`src/design/lsu_macros.svh`:
```
/* width, queue depth and funct3 macros for the load/store unit */
`ifndef LSU_MACROS_SVH
`define LSU_MACROS_SVH

// data and address width
`define LSU_XLEN 32

// register file index width
`define LSU_REG_ADDR_W 5

// commit tag width from the issue logic
`define LSU_COMMIT_ID_W 3

// entries in the load tag queue and in the store data queue
`define LSU_QUEUE_DEPTH 4

// load funct3 encodings
`define LSU_F3_LB 3'd0
`define LSU_F3_LH 3'd1
`define LSU_F3_LW 3'd2
`define LSU_F3_LBU 3'd4
`define LSU_F3_LHU 3'd5

`endif

```
`src/design/lsu_pkg.sv`:
```
/* load/store unit types: request, load tag, store beat,
   register write-back and the read-data word views */
`include "lsu_macros.svh"

package lsu_pkg;

    // request as presented by the execute stage
    typedef struct packed {
        logic                        is_load;
        logic                        is_store;
        logic [2:0]                  funct3;
        logic [`LSU_REG_ADDR_W-1:0]  rd;
        logic [`LSU_XLEN-1:0]        addr;
        logic [`LSU_XLEN-1:0]        wdata;
        logic [`LSU_XLEN/8-1:0]      wmask;
        logic [`LSU_COMMIT_ID_W-1:0] commit_id;
    } lsu_req_t;

    // context kept per outstanding load
    typedef struct packed {
        logic [2:0]                  funct3;
        logic [`LSU_REG_ADDR_W-1:0]  rd;
        logic [1:0]                  addr_lo;
        logic [`LSU_COMMIT_ID_W-1:0] commit_id;
    } lsu_ld_tag_t;

    // one W channel beat
    typedef struct packed {
        logic [`LSU_XLEN-1:0]   data;
        logic [`LSU_XLEN/8-1:0] strb;
    } lsu_st_beat_t;

    typedef struct packed {
        logic                        we;
        logic [`LSU_REG_ADDR_W-1:0]  rd;
        logic [`LSU_XLEN-1:0]        data;
        logic [`LSU_COMMIT_ID_W-1:0] commit_id;
    } lsu_wb_t;

    // read data seen as bytes or as halfwords
    typedef union packed {
        logic [`LSU_XLEN/8-1:0][7:0]   b;
        logic [`LSU_XLEN/16-1:0][15:0] h;
    } lsu_rdata_u;

endpackage

```
`src/design/lsu_issue.sv`:
```
/* request gating by interrupt, steering to load and store paths, stall merge */
module lsu_issue (
    input  logic              clk,
    input  logic              rst_n,
    input  logic              req_i,
    input  logic              int_assert_i,
    input  lsu_pkg::lsu_req_t req_data_i,
    input  logic              ld_stall_i,
    input  logic              st_stall_i,
    output lsu_pkg::lsu_req_t ld_req_o,
    output lsu_pkg::lsu_req_t st_req_o,
    output logic              mem_stall_o
);

    logic req_valid;

    // an interrupt drops the request of this cycle
    assign req_valid = req_i & ~int_assert_i;

    always_comb begin
        ld_req_o          = req_data_i;
        ld_req_o.is_load  = req_valid & req_data_i.is_load;
        ld_req_o.is_store = 1'b0;
        st_req_o          = req_data_i;
        st_req_o.is_load  = 1'b0;
        st_req_o.is_store = req_valid & req_data_i.is_store;
    end

    assign mem_stall_o = ld_stall_i | st_stall_i;

    // the execute stage never asks for both at once
    a_single_op: assert property (@(posedge clk) disable iff (!rst_n)
        req_i |-> !(req_data_i.is_load && req_data_i.is_store));

    // a stalled request is held unchanged until it is taken
    a_hold_stable: assert property (@(posedge clk) disable iff (!rst_n)
        (req_valid && mem_stall_o) |=> (req_i && $stable(req_data_i)));

endmodule

```
`src/design/lsu_load_align.sv`:
```
/* byte and halfword selection, sign/zero extension, registered write-back */
`include "lsu_macros.svh"

module lsu_load_align (
    input  logic                 clk,
    input  logic                 rst_n,
    input  logic                 rsp_valid_i,
    input  lsu_pkg::lsu_ld_tag_t rsp_tag_i,
    input  logic [`LSU_XLEN-1:0] rdata_i,
    output lsu_pkg::lsu_wb_t     wb_o
);
    import lsu_pkg::*;

    lsu_rdata_u                  rdata;
    logic [7:0]                  sel_byte;
    logic [15:0]                 sel_half;
    logic [`LSU_XLEN-1:0]        ext_data;
    logic                        we_q;
    logic [`LSU_REG_ADDR_W-1:0]  rd_q;
    logic [`LSU_XLEN-1:0]        data_q;
    logic [`LSU_COMMIT_ID_W-1:0] commit_id_q;

    assign rdata = rdata_i;

    // lane picked by the low address bits
    assign sel_byte = rdata.b[rsp_tag_i.addr_lo];
    assign sel_half = rdata.h[rsp_tag_i.addr_lo[1]];

    always_comb begin
        case (rsp_tag_i.funct3)
            `LSU_F3_LB:  ext_data = {{(`LSU_XLEN-8){sel_byte[7]}}, sel_byte};
            `LSU_F3_LBU: ext_data = {{(`LSU_XLEN-8){1'b0}}, sel_byte};
            `LSU_F3_LH:  ext_data = {{(`LSU_XLEN-16){sel_half[15]}}, sel_half};
            `LSU_F3_LHU: ext_data = {{(`LSU_XLEN-16){1'b0}}, sel_half};
            // LW and anything unexpected pass the whole word
            default:     ext_data = rdata_i;
        endcase
    end

    // write enable follows each R beat by one cycle
    always_ff @(posedge clk or negedge rst_n) begin
        if (!rst_n) begin
            we_q <= 1'b0;
        end else begin
            we_q <= rsp_valid_i;
        end
    end

    always_ff @(posedge clk) begin
        if (rsp_valid_i) begin
            rd_q        <= rsp_tag_i.rd;
            data_q      <= ext_data;
            commit_id_q <= rsp_tag_i.commit_id;
        end
    end

    assign wb_o = '{
        we:        we_q,
        rd:        rd_q,
        data:      data_q,
        commit_id: commit_id_q
    };

endmodule

```
`src/design/lsu_load_tracker.sv`:
```
/* AR issue and in-order queue of outstanding load tags,
   with bypass when read data returns in the address cycle */
`include "lsu_macros.svh"

module lsu_load_tracker (
    input  logic                 clk,
    input  logic                 rst_n,
    input  lsu_pkg::lsu_req_t    ld_req_i,
    input  logic                 arready_i,
    input  logic                 rvalid_i,
    output logic                 ld_stall_o,
    output logic                 arvalid_o,
    output logic [`LSU_XLEN-1:0] araddr_o,
    output logic                 rready_o,
    output logic                 rsp_valid_o,
    output lsu_pkg::lsu_ld_tag_t rsp_tag_o
);
    import lsu_pkg::*;

    localparam int DEPTH = `LSU_QUEUE_DEPTH;
    localparam int PTR_W = $clog2(DEPTH);

    lsu_ld_tag_t      tag_q [DEPTH];
    lsu_ld_tag_t      new_tag;
    logic [PTR_W-1:0] wr_ptr;
    logic [PTR_W-1:0] rd_ptr;
    logic [PTR_W:0]   count;
    logic             empty;
    logic             full;
    logic             ar_fire;
    logic             r_fire;
    logic             bypass;
    logic             push;
    logic             pop;

    assign new_tag = '{
        funct3:    ld_req_i.funct3,
        rd:        ld_req_i.rd,
        addr_lo:   ld_req_i.addr[1:0],
        commit_id: ld_req_i.commit_id
    };

    assign empty = (count == '0);
    assign full  = (count == DEPTH[PTR_W:0]);

    // no new address while every tag slot is taken
    assign arvalid_o  = ld_req_i.is_load & ~full;
    assign araddr_o   = ld_req_i.addr;
    assign ld_stall_o = ld_req_i.is_load & (full | ~arready_i);
    assign rready_o   = 1'b1;

    assign ar_fire = arvalid_o & arready_i;
    assign r_fire  = rvalid_i & rready_o;

    // data for the very load being issued, nothing older pending
    assign bypass = ar_fire & empty & r_fire;
    assign push   = ar_fire & ~bypass;
    assign pop    = r_fire & ~empty;

    assign rsp_valid_o = r_fire & (bypass | ~empty);
    assign rsp_tag_o   = empty ? new_tag : tag_q[rd_ptr];

    always_ff @(posedge clk or negedge rst_n) begin
        if (!rst_n) begin
            wr_ptr <= '0;
            rd_ptr <= '0;
            count  <= '0;
        end else begin
            if (push) begin
                wr_ptr <= wr_ptr + 1'b1;
            end
            if (pop) begin
                rd_ptr <= rd_ptr + 1'b1;
            end
            count <= count + {{PTR_W{1'b0}}, push} - {{PTR_W{1'b0}}, pop};
        end
    end

    always_ff @(posedge clk) begin
        if (push) begin
            tag_q[wr_ptr] <= new_tag;
        end
    end

    // the memory side only answers loads it has accepted
    a_r_has_owner: assert property (@(posedge clk) disable iff (!rst_n)
        rvalid_i |-> (!empty || bypass));

endmodule

```
`src/design/lsu_store_buffer.sv`:
```
/* AW issue, store data queue for a lagging W channel, W drive and busy flag */
`include "lsu_macros.svh"

module lsu_store_buffer (
    input  logic                   clk,
    input  logic                   rst_n,
    input  lsu_pkg::lsu_req_t      st_req_i,
    input  logic                   awready_i,
    input  logic                   wready_i,
    input  logic                   bvalid_i,
    output logic                   st_stall_o,
    output logic                   awvalid_o,
    output logic [`LSU_XLEN-1:0]   awaddr_o,
    output logic                   wvalid_o,
    output logic [`LSU_XLEN-1:0]   wdata_o,
    output logic [`LSU_XLEN/8-1:0] wstrb_o,
    output logic                   bready_o,
    output logic                   mem_busy_o
);
    import lsu_pkg::*;

    localparam int DEPTH = `LSU_QUEUE_DEPTH;
    localparam int PTR_W = $clog2(DEPTH);

    lsu_st_beat_t     beat_q [DEPTH];
    lsu_st_beat_t     new_beat;
    lsu_st_beat_t     w_beat;
    logic [PTR_W-1:0] wr_ptr;
    logic [PTR_W-1:0] rd_ptr;
    logic [PTR_W:0]   count;
    logic [7:0]       b_outstanding;
    logic             empty;
    logic             full;
    logic             aw_fire;
    logic             push;
    logic             pop;

    assign new_beat = '{data: st_req_i.wdata, strb: st_req_i.wmask};

    assign empty = (count == '0);
    assign full  = (count == DEPTH[PTR_W:0]);

    assign awvalid_o  = st_req_i.is_store & ~full;
    assign awaddr_o   = st_req_i.addr;
    assign st_stall_o = st_req_i.is_store & (full | ~awready_i);
    assign aw_fire    = awvalid_o & awready_i;

    // the new store only goes on W together with its address,
    // so a stalled store never sends its data twice
    assign wvalid_o = ~empty | aw_fire;
    assign w_beat   = empty ? new_beat : beat_q[rd_ptr];
    assign wdata_o  = w_beat.data;
    assign wstrb_o  = w_beat.strb;

    // queue behind older data to keep W in AW order
    assign push = aw_fire & (~wready_i | ~empty);
    assign pop  = ~empty & wready_i;

    assign mem_busy_o = ~empty;
    assign bready_o   = 1'b1;

    always_ff @(posedge clk or negedge rst_n) begin
        if (!rst_n) begin
            wr_ptr <= '0;
            rd_ptr <= '0;
            count  <= '0;
        end else begin
            if (push) begin
                wr_ptr <= wr_ptr + 1'b1;
            end
            if (pop) begin
                rd_ptr <= rd_ptr + 1'b1;
            end
            count <= count + {{PTR_W{1'b0}}, push} - {{PTR_W{1'b0}}, pop};
        end
    end

    always_ff @(posedge clk) begin
        if (push) begin
            beat_q[wr_ptr] <= new_beat;
        end
    end

    // writes still waiting for a response
    always_ff @(posedge clk or negedge rst_n) begin
        if (!rst_n) begin
            b_outstanding <= '0;
        end else begin
            b_outstanding <= b_outstanding + {7'd0, aw_fire} - {7'd0, bvalid_i & bready_o};
        end
    end

    // pointers and count agree and stay within the queue depth
    a_no_overflow: assert property (@(posedge clk) disable iff (!rst_n)
        (count <= DEPTH[PTR_W:0]) && (wr_ptr - rd_ptr == count[PTR_W-1:0]));

    a_b_has_owner: assert property (@(posedge clk) disable iff (!rst_n)
        bvalid_i |-> (b_outstanding != '0));

endmodule

```
`src/design/lsu_top.sv`:
```
/* load/store unit top: issue stage, load tracker, load align, store buffer */
`include "lsu_macros.svh"

module lsu_top (
    input  logic                   clk,
    input  logic                   rst_n,
    input  logic                   req_i,
    input  logic                   int_assert_i,
    input  lsu_pkg::lsu_req_t      req_data_i,
    output logic                   mem_stall_o,
    output logic                   mem_busy_o,
    output lsu_pkg::lsu_wb_t       wb_o,
    output logic                   arvalid_o,
    input  logic                   arready_i,
    output logic [`LSU_XLEN-1:0]   araddr_o,
    input  logic                   rvalid_i,
    output logic                   rready_o,
    input  logic [`LSU_XLEN-1:0]   rdata_i,
    output logic                   awvalid_o,
    input  logic                   awready_i,
    output logic [`LSU_XLEN-1:0]   awaddr_o,
    output logic                   wvalid_o,
    input  logic                   wready_i,
    output logic [`LSU_XLEN-1:0]   wdata_o,
    output logic [`LSU_XLEN/8-1:0] wstrb_o,
    input  logic                   bvalid_i,
    output logic                   bready_o
);
    import lsu_pkg::*;

    lsu_req_t    ld_req;
    lsu_req_t    st_req;
    logic        ld_stall;
    logic        st_stall;
    logic        rsp_valid;
    lsu_ld_tag_t rsp_tag;

    lsu_issue u_issue (
        .clk          (clk),
        .rst_n        (rst_n),
        .req_i        (req_i),
        .int_assert_i (int_assert_i),
        .req_data_i   (req_data_i),
        .ld_stall_i   (ld_stall),
        .st_stall_i   (st_stall),
        .ld_req_o     (ld_req),
        .st_req_o     (st_req),
        .mem_stall_o  (mem_stall_o)
    );

    lsu_load_tracker u_load_tracker (
        .clk         (clk),
        .rst_n       (rst_n),
        .ld_req_i    (ld_req),
        .arready_i   (arready_i),
        .rvalid_i    (rvalid_i),
        .ld_stall_o  (ld_stall),
        .arvalid_o   (arvalid_o),
        .araddr_o    (araddr_o),
        .rready_o    (rready_o),
        .rsp_valid_o (rsp_valid),
        .rsp_tag_o   (rsp_tag)
    );

    lsu_load_align u_load_align (
        .clk         (clk),
        .rst_n       (rst_n),
        .rsp_valid_i (rsp_valid),
        .rsp_tag_i   (rsp_tag),
        .rdata_i     (rdata_i),
        .wb_o        (wb_o)
    );

    lsu_store_buffer u_store_buffer (
        .clk        (clk),
        .rst_n      (rst_n),
        .st_req_i   (st_req),
        .awready_i  (awready_i),
        .wready_i   (wready_i),
        .bvalid_i   (bvalid_i),
        .st_stall_o (st_stall),
        .awvalid_o  (awvalid_o),
        .awaddr_o   (awaddr_o),
        .wvalid_o   (wvalid_o),
        .wdata_o    (wdata_o),
        .wstrb_o    (wstrb_o),
        .bready_o   (bready_o),
        .mem_busy_o (mem_busy_o)
    );

endmodule

```
`config.mk`:
```
export PLATFORM = sky130hd
export DESIGN_NAME = lsu_top
export DESIGN_NICKNAME = d
export VERILOG_FILES = /design/src/design/lsu_pkg.sv /design/src/design/lsu_issue.sv /design/src/design/lsu_load_align.sv /design/src/design/lsu_load_tracker.sv /design/src/design/lsu_store_buffer.sv /design/src/design/lsu_top.sv
export VERILOG_INCLUDE_DIRS = /design/src /design/src/design
export SDC_FILE = /design/constraint.sdc
export NUM_CORES = 1
export LEC_CHECK = 0
export ABC_AREA = 1
export BUFFER_PORTS_ARGS = -buffer_cell sky130_fd_sc_hd__buf_2
export CORE_MARGIN = 2
export CORE_UTILIZATION = 40
export CTS_CLUSTER_DIAMETER = 100
export CTS_CLUSTER_SIZE = 30
export DETAILED_ROUTE_END_ITERATION = 12
export REMOVE_ABC_BUFFERS = 1
export SYNTH_ARGS = -nofsm -noshare
export SYNTH_HDL_FRONTEND = slang
export SYNTH_SLANG_ARGS = --single-unit
```
`constraint.sdc`:
```
create_clock -name clk -period 6.9 [get_ports clk]
set_input_delay 1.38 -clock clk [delete_from_list [all_inputs] [get_ports clk]]
set_output_delay 1.38 -clock clk [all_outputs]
set_load 0.02 [all_outputs]
```
* Yosys cells after proc, flatten, opt, wreduce, memory -nomap -nowiden *
Memory sizes are Yosys's and may differ from the RTL's.
Cells that the tools add are included.

storage, ports and cells
  register bits = 55
  output and inout bits = 148
  memories kept = 2
  logic and storage cells = 72
  RAM bits = 196

memories
  name                   depth  bits a word  read ports  clocked after memory_dff  wr ports  line                    text
  u_store_buffer.beat_q  4      36           1           0                         1         lsu_store_buffer.sv:25  lsu_st_beat_t beat_q [DEPTH];
  u_load_tracker.tag_q   4      13           1           0                         1         lsu_load_tracker.sv:23  lsu_ld_tag_t tag_q [DEPTH];

operators by class
  eq/ne operators = 5
  order comparisons = 2
  bitwise gates (word level) = 31
  add/sub/neg operators = 8
  reductions and logical operators = 3
  mux-type cells = 11

operators with widths
  kind                   number
  $pmux W32 S4           1
  $mux W36               1
  $mux W16               2
  $and A1 B1 Y1          16
  $bmux W8 S2            1
  $mux W13               1
  $eq A3 B3 Y1 const B   4
  $logic_not A3 Y1       3
  $not A1 Y1             9
  $add A2 B1 Y2 const B  4
  $mux W8                1
  $add A3 B1 Y3          2
  $or A1 B1 Y1           6
  $sub A3 B1 Y3          2
  $mux W1                4
  $eq A3 B1 Y1 const B   1
  $lt A2 B3 Y1 const B   1
  $lt A1 B2 Y1 const B   1

* Longest topological paths before layout *
  depth after elaboration = 11
  gate-level depth with buffers = 12
  gate-level depth less buffers = 11

* By module *
Synthesis repeated with hierarchy kept, for this count alone.

unflattened totals
  cells, all modules = 1291
  area, all modules = 13046.3 sq um

by module, submodules not included
  module            area each (sq um)  instances  cells each
  lsu_store_buffer  6779.0             1          628
  lsu_load_tracker  2927.8             1          284
  lsu_load_align    2105.8             1          211
  lsu_issue         1233.7             1          168

* Worst setup path after synthesis *
OpenSTA, ideal clock, no wires.

  path kind = input to register
  from = input port int_assert_i
  to = memory u_store_buffer.beat_q[0][0] (netlist bit), enable pin
  data required time = 6.471 ns
  setup time = 0.429 ns
  path slack = 2.484 ns
  arrival = 3.987 ns
  buffers on the path = 0
  cell stages on the path = 7
  path through = inv_1 > nand3_1 > a21oi_1 > nand2_1 > a21oi_1 > inv_1 > nor2_1

between the ends
  cells in the longest elaborated chain, start to end = 8

ends and longest elaborated chain
  what                           line                    text
  start, declared                lsu_top.sv:8            input logic int_assert_i,
  $not A1 Y1                     lsu_issue.sv:18         assign req_valid = req_i & ~int_assert_i;
  $and A1 B1 Y1                  lsu_issue.sv:18
  $and A1 B1 Y1                  lsu_issue.sv:26         st_req_o.is_store = req_valid & req_data_i.is_store;
  $and A1 B1 Y1                  lsu_store_buffer.sv:43  assign awvalid_o = st_req_i.is_store & ~full;
  via awvalid_o                  lsu_top.sv:19           output logic awvalid_o,
  $and A1 B1 Y1                  lsu_store_buffer.sv:46  assign aw_fire = awvalid_o & awready_i;
  $and A1 B1 Y1                  lsu_store_buffer.sv:56  assign push = aw_fire & (~wready_i | ~empty);
  via u_store_buffer.push        lsu_store_buffer.sv:35  logic push;
  $mux W1                        lsu_store_buffer.sv:79  if (push) begin
  $mux W1 (implied by the code)  lsu_store_buffer.sv:80  beat_q[wr_ptr] <= new_beat;
  end, declared                  lsu_store_buffer.sv:25

The timed path passes the listed nets, and every way through them passes these cells.

* Worst setup path in the final report *
  from = register u_store_buffer.rd_ptr[0]
  to = output port wdata_o[25]

between the ends
  cells in the longest elaborated chain, start to end = 2

ends and longest elaborated chain
  what                    line                    text
  start, declared         lsu_store_buffer.sv:29  logic [PTR_W-1:0] rd_ptr;
  start signal, assigned  lsu_store_buffer.sv:72  rd_ptr <= rd_ptr + 1'b1;
  $mem_v2 Z4 W36          n/a
  $mux W36                lsu_store_buffer.sv:51  assign w_beat = empty ? new_beat : beat_q[rd_ptr];
  end, declared           lsu_top.sv:24           output logic [`LSU_XLEN-1:0] wdata_o,

No other way between the ends.

==> results.yml <==
status:
  outcome: "completed"
layout:
  post_route_cells_drive_above_1_share: 0.218
  fillCellCount: 2619
  finish.utilization: 0.448
  post_layout_nonfiller_instances: 1509
  final_net_count: 1261
  area.growth.synth_to_final_pct: 9.96
sta:
  rsz_0062_raised_after_global_routing: "no"
  finalHoldViolations: 0
  worst-slew-pin-transition_ps: 829
  finalClockSkew_ps: 8.11
  period_needed_ps: 3890
  setup-tns-final_ps: 0
  clock.fmax_ghz: 0.257
  post-route-period-util: 0.564
  setup_viol: 0
  timing_max_transition_violations_final: 0
  relSlewSlack: 0.447
synthesis:
  synthFlopType: "sky130_fd_sc_hd__edfxtp_1"
  seq_area_frac_synth: 0.657
  yosys.area.top_type: "sky130_fd_sc_hd__edfxtp_1"
  post_synth_top_cells: "239 x sky130_fd_sc_hd__nor2_1, 236 x sky130_fd_sc_hd__edfxtp_1, 131 x sky130_fd_sc_hd__nand2_1"
  area_of_the_mapped_netlist_sq_um: 11400
  yosys_warnings: 0
  synthMostInstantiatedCell: "sky130_fd_sc_hd__nor2_1"
  synth_async_sr_flop_share: 0.0598
  yosys-top-cells-area: "sky130_fd_sc_hd__edfxtp_1 62%, sky130_fd_sc_hd__nor2_1 7.9%, sky130_fd_sc_hd__buf_4 4.6%"
  netlist_instances: 1035
  ys_seq_elements: 251
  synth_cell_type_count: 39
  count_of_flip_flops_with_a_built_in_enable_after_synthesis: 236
  syn_avg_cell_area_sq_um: 11.0
  synth_top_area_share: 0.624
global_routing:
  gr-usage-met2: 0.275
  total_global_routing_overflow: 0
  grt_antenna_before_repair: 2
  number_of_global_route_vias_before_repair: 7150
  gr-usage-all-layers: 0.174
  grt_use_met1: 0.234
  maximum_number_of_pins_on_one_net_before_global_route_repair: 76
  grt-busiest-layer: "met2"
  grt_first_pass_wirelength_um: 39800
  use_met3: 0.0595
drt:
  wl_um: 26300
  routedWlPerCell_um: 17.5
  ant_nets: 0
  routed_via_density: 4.97
  dr_vias: 7493
  drt_drc_violations_left: 0
  initialDrtViolationCount: 506
  detail_route.first_pass.iterations: 5
floorplanning:
  core_region_area_sq_um: 27900
  ioPinCount: 270
  die_area_sq_um: 29700
  die_y_um: 172
  die_w_um: 172
  row_count: 61
  initial_core_util: 0.407
clock_network:
  worstSkewPairLatency_ps: 480
  cts_tree: "yes"
  path_clk_slew_ps: 110
  postCtsSetupRepairBufs: 0
  cts.path.max_buffers: 3
  cts_buffers: 12
  ctsRootBufferMaster: "sky130_fd_sc_hd__clkbuf_16"
  cts_sink_cnt: 251
  cts-htree-levels: 1
  holdBufCountCts: 0
  cts.repair.resized: 0
worst_setup_path:
  cp.required_ps: 5520
  crit_path_max_fanout: 50
  timing_worst_setup_path_type: "reg2out"
  cp-start-kind: "flop"
  timing.critical_path.to_type: "output pin"
  timing.critical_path.arrival_ps: 2510
placed_design:
  place_hpwl_um: 16200
  place_congestion: 0.739
  place.port_buffers: 176
  place_inst: 1489
pwr:
  leakage_uw: 0.00492
  cellPowerDensity_nw_per_um2: 427
  ir_drop_worst_vdd_mv: 0.250
min_path:
  worst_hold_class: "reg2reg"
run:
  max_cap_violations: 0
routing by layer:
layer	routed length (um)	vias up
li1	-	3629
met1	11800	3550
met2	11800	284
met3	2380	26
met4	326	4
met5	49	-
registers in the layout (all words and copies together), names as in the netlist:
name                      cells
u_load_align.rd_q             5
u_load_align.we_q             1
u_load_align.commit_id_q      3
u_load_tracker.rd_ptr         2
u_store_buffer.rd_ptr         2
u_load_align.data_q          32
u_load_tracker.count          3
u_store_buffer.count          3
u_store_buffer.beat_q       144
u_load_tracker.wr_ptr         2
u_store_buffer.wr_ptr         2
u_load_tracker.tag_q         52
area by class of cell:
cell class / instances / area, sq um / share of cell area
inverter: 52 / 195 / 0.0156
antenna: 2 / 5.00 / 0.000401
clock buffer: 15 / 333 / 0.0267
sequential: 251 / 7460 / 0.598
tap: 378 / 473 / 0.0379
timing repair buffer: 191 / 993 / 0.0796
multi-input combinational: 617 / 3000 / 0.240
clock inverter: 3 / 23.8 / 0.00190
layout by cell type, fill, tap and decap left out, types with 2 or more instances in the layout:
| cell type | count |
|---|---|
| sky130_fd_sc_hd__ha_1 | 12 |
| sky130_fd_sc_hd__conb_1 | 2 |
| sky130_fd_sc_hd__nor2_2 | 2 |
| sky130_fd_sc_hd__nand3_2 | 13 |
| sky130_fd_sc_hd__diode_2 | 2 |
| sky130_fd_sc_hd__clkinv_1 | 3 |
| sky130_fd_sc_hd__nor2_4 | 5 |
| sky130_fd_sc_hd__inv_2 | 2 |
| sky130_fd_sc_hd__xnor2_1 | 2 |
| sky130_fd_sc_hd__buf_2 | 176 |
| sky130_fd_sc_hd__clkbuf_1 | 2 |
| sky130_fd_sc_hd__inv_1 | 48 |
| sky130_fd_sc_hd__or2_4 | 2 |
| sky130_fd_sc_hd__edfxtp_1 | 236 |
| sky130_fd_sc_hd__xor2_1 | 6 |
| sky130_fd_sc_hd__nor2_1 | 235 |
| sky130_fd_sc_hd__buf_4 | 15 |
| sky130_fd_sc_hd__nand3_1 | 44 |
| sky130_fd_sc_hd__nand2_1 | 130 |
| sky130_fd_sc_hd__fa_1 | 2 |
| sky130_fd_sc_hd__clkbuf_16 | 13 |
| sky130_fd_sc_hd__or2_2 | 3 |
| sky130_fd_sc_hd__a31oi_1 | 44 |
| sky130_fd_sc_hd__a21oi_1 | 3 |
| sky130_fd_sc_hd__nand2_2 | 8 |
| sky130_fd_sc_hd__dfrtp_1 | 14 |
| sky130_fd_sc_hd__o21ai_0 | 92 |
cells by family after synthesis:
family,share of synthesized area
DFF,0.657
and+or+nand+nor,0.167
buffers and inverters,0.0820
AOI/OAI and AO/OA,0.0699
other,0.000330
xor gates and xnor gates,0.00617
adders and majority gates,0.0168
power breakdown:
group          switching (uW)  internal [uW]
clock network             457            352
registers                86.6           1950
logic                    1710            766
total                    2250           3070
final timing paths:
kind                                                       from                                      to  slack, ps  cells past startpoint
max                        u_store_buffer.rd_ptr[0]$_DFFE_PN0P_                             wdata_o[25]       3010                      5
min                        u_store_buffer.wr_ptr[0]$_DFFE_PN0P_    u_store_buffer.wr_ptr[0]$_DFFE_PN0P_        530                      1
max reg2reg                   u_store_buffer.count[1]$_DFF_PN0_  u_store_buffer.beat_q[3][30]$_DFFE_PP_       3640                      8
min reg2reg                u_store_buffer.wr_ptr[0]$_DFFE_PN0P_    u_store_buffer.wr_ptr[0]$_DFFE_PN0P_        530                      1
max in group asynchronous                                 rst_n    u_store_buffer.rd_ptr[0]$_DFFE_PN0P_       5830                      1
min in group asynchronous                                 rst_n       u_load_tracker.count[2]$_DFF_PN0_        790                      1
per-stage QoR:
stage | power [uW] | setup slack (ps) | hold slack, ps | area (sq um)
3_5_place_dp | 4590 | 3050 | 527 | 12100
5_1_grt | 5740 | 2720 | 589 | 12500
6_report | 5330 | 3010 | 534 | 12500
4_1_cts | 5410 | 2930 | 546 | 12500
3_3_place_gp | 4560 | 3070 | 524 | 12100
2_1_floorplan | 3740 | 2160 | 494 | 10600
critical path: stages, from the launching register on:
cell	delay (ps)
sky130_fd_sc_hd__dfrtp_2	370
sky130_fd_sc_hd__clkinv_1	530
sky130_fd_sc_hd__buf_4	520
sky130_fd_sc_hd__o21ai_0	260
sky130_fd_sc_hd__a31oi_1	140
sky130_fd_sc_hd__buf_2	210
Note: power is estimated with default switching activity, not from simulation.
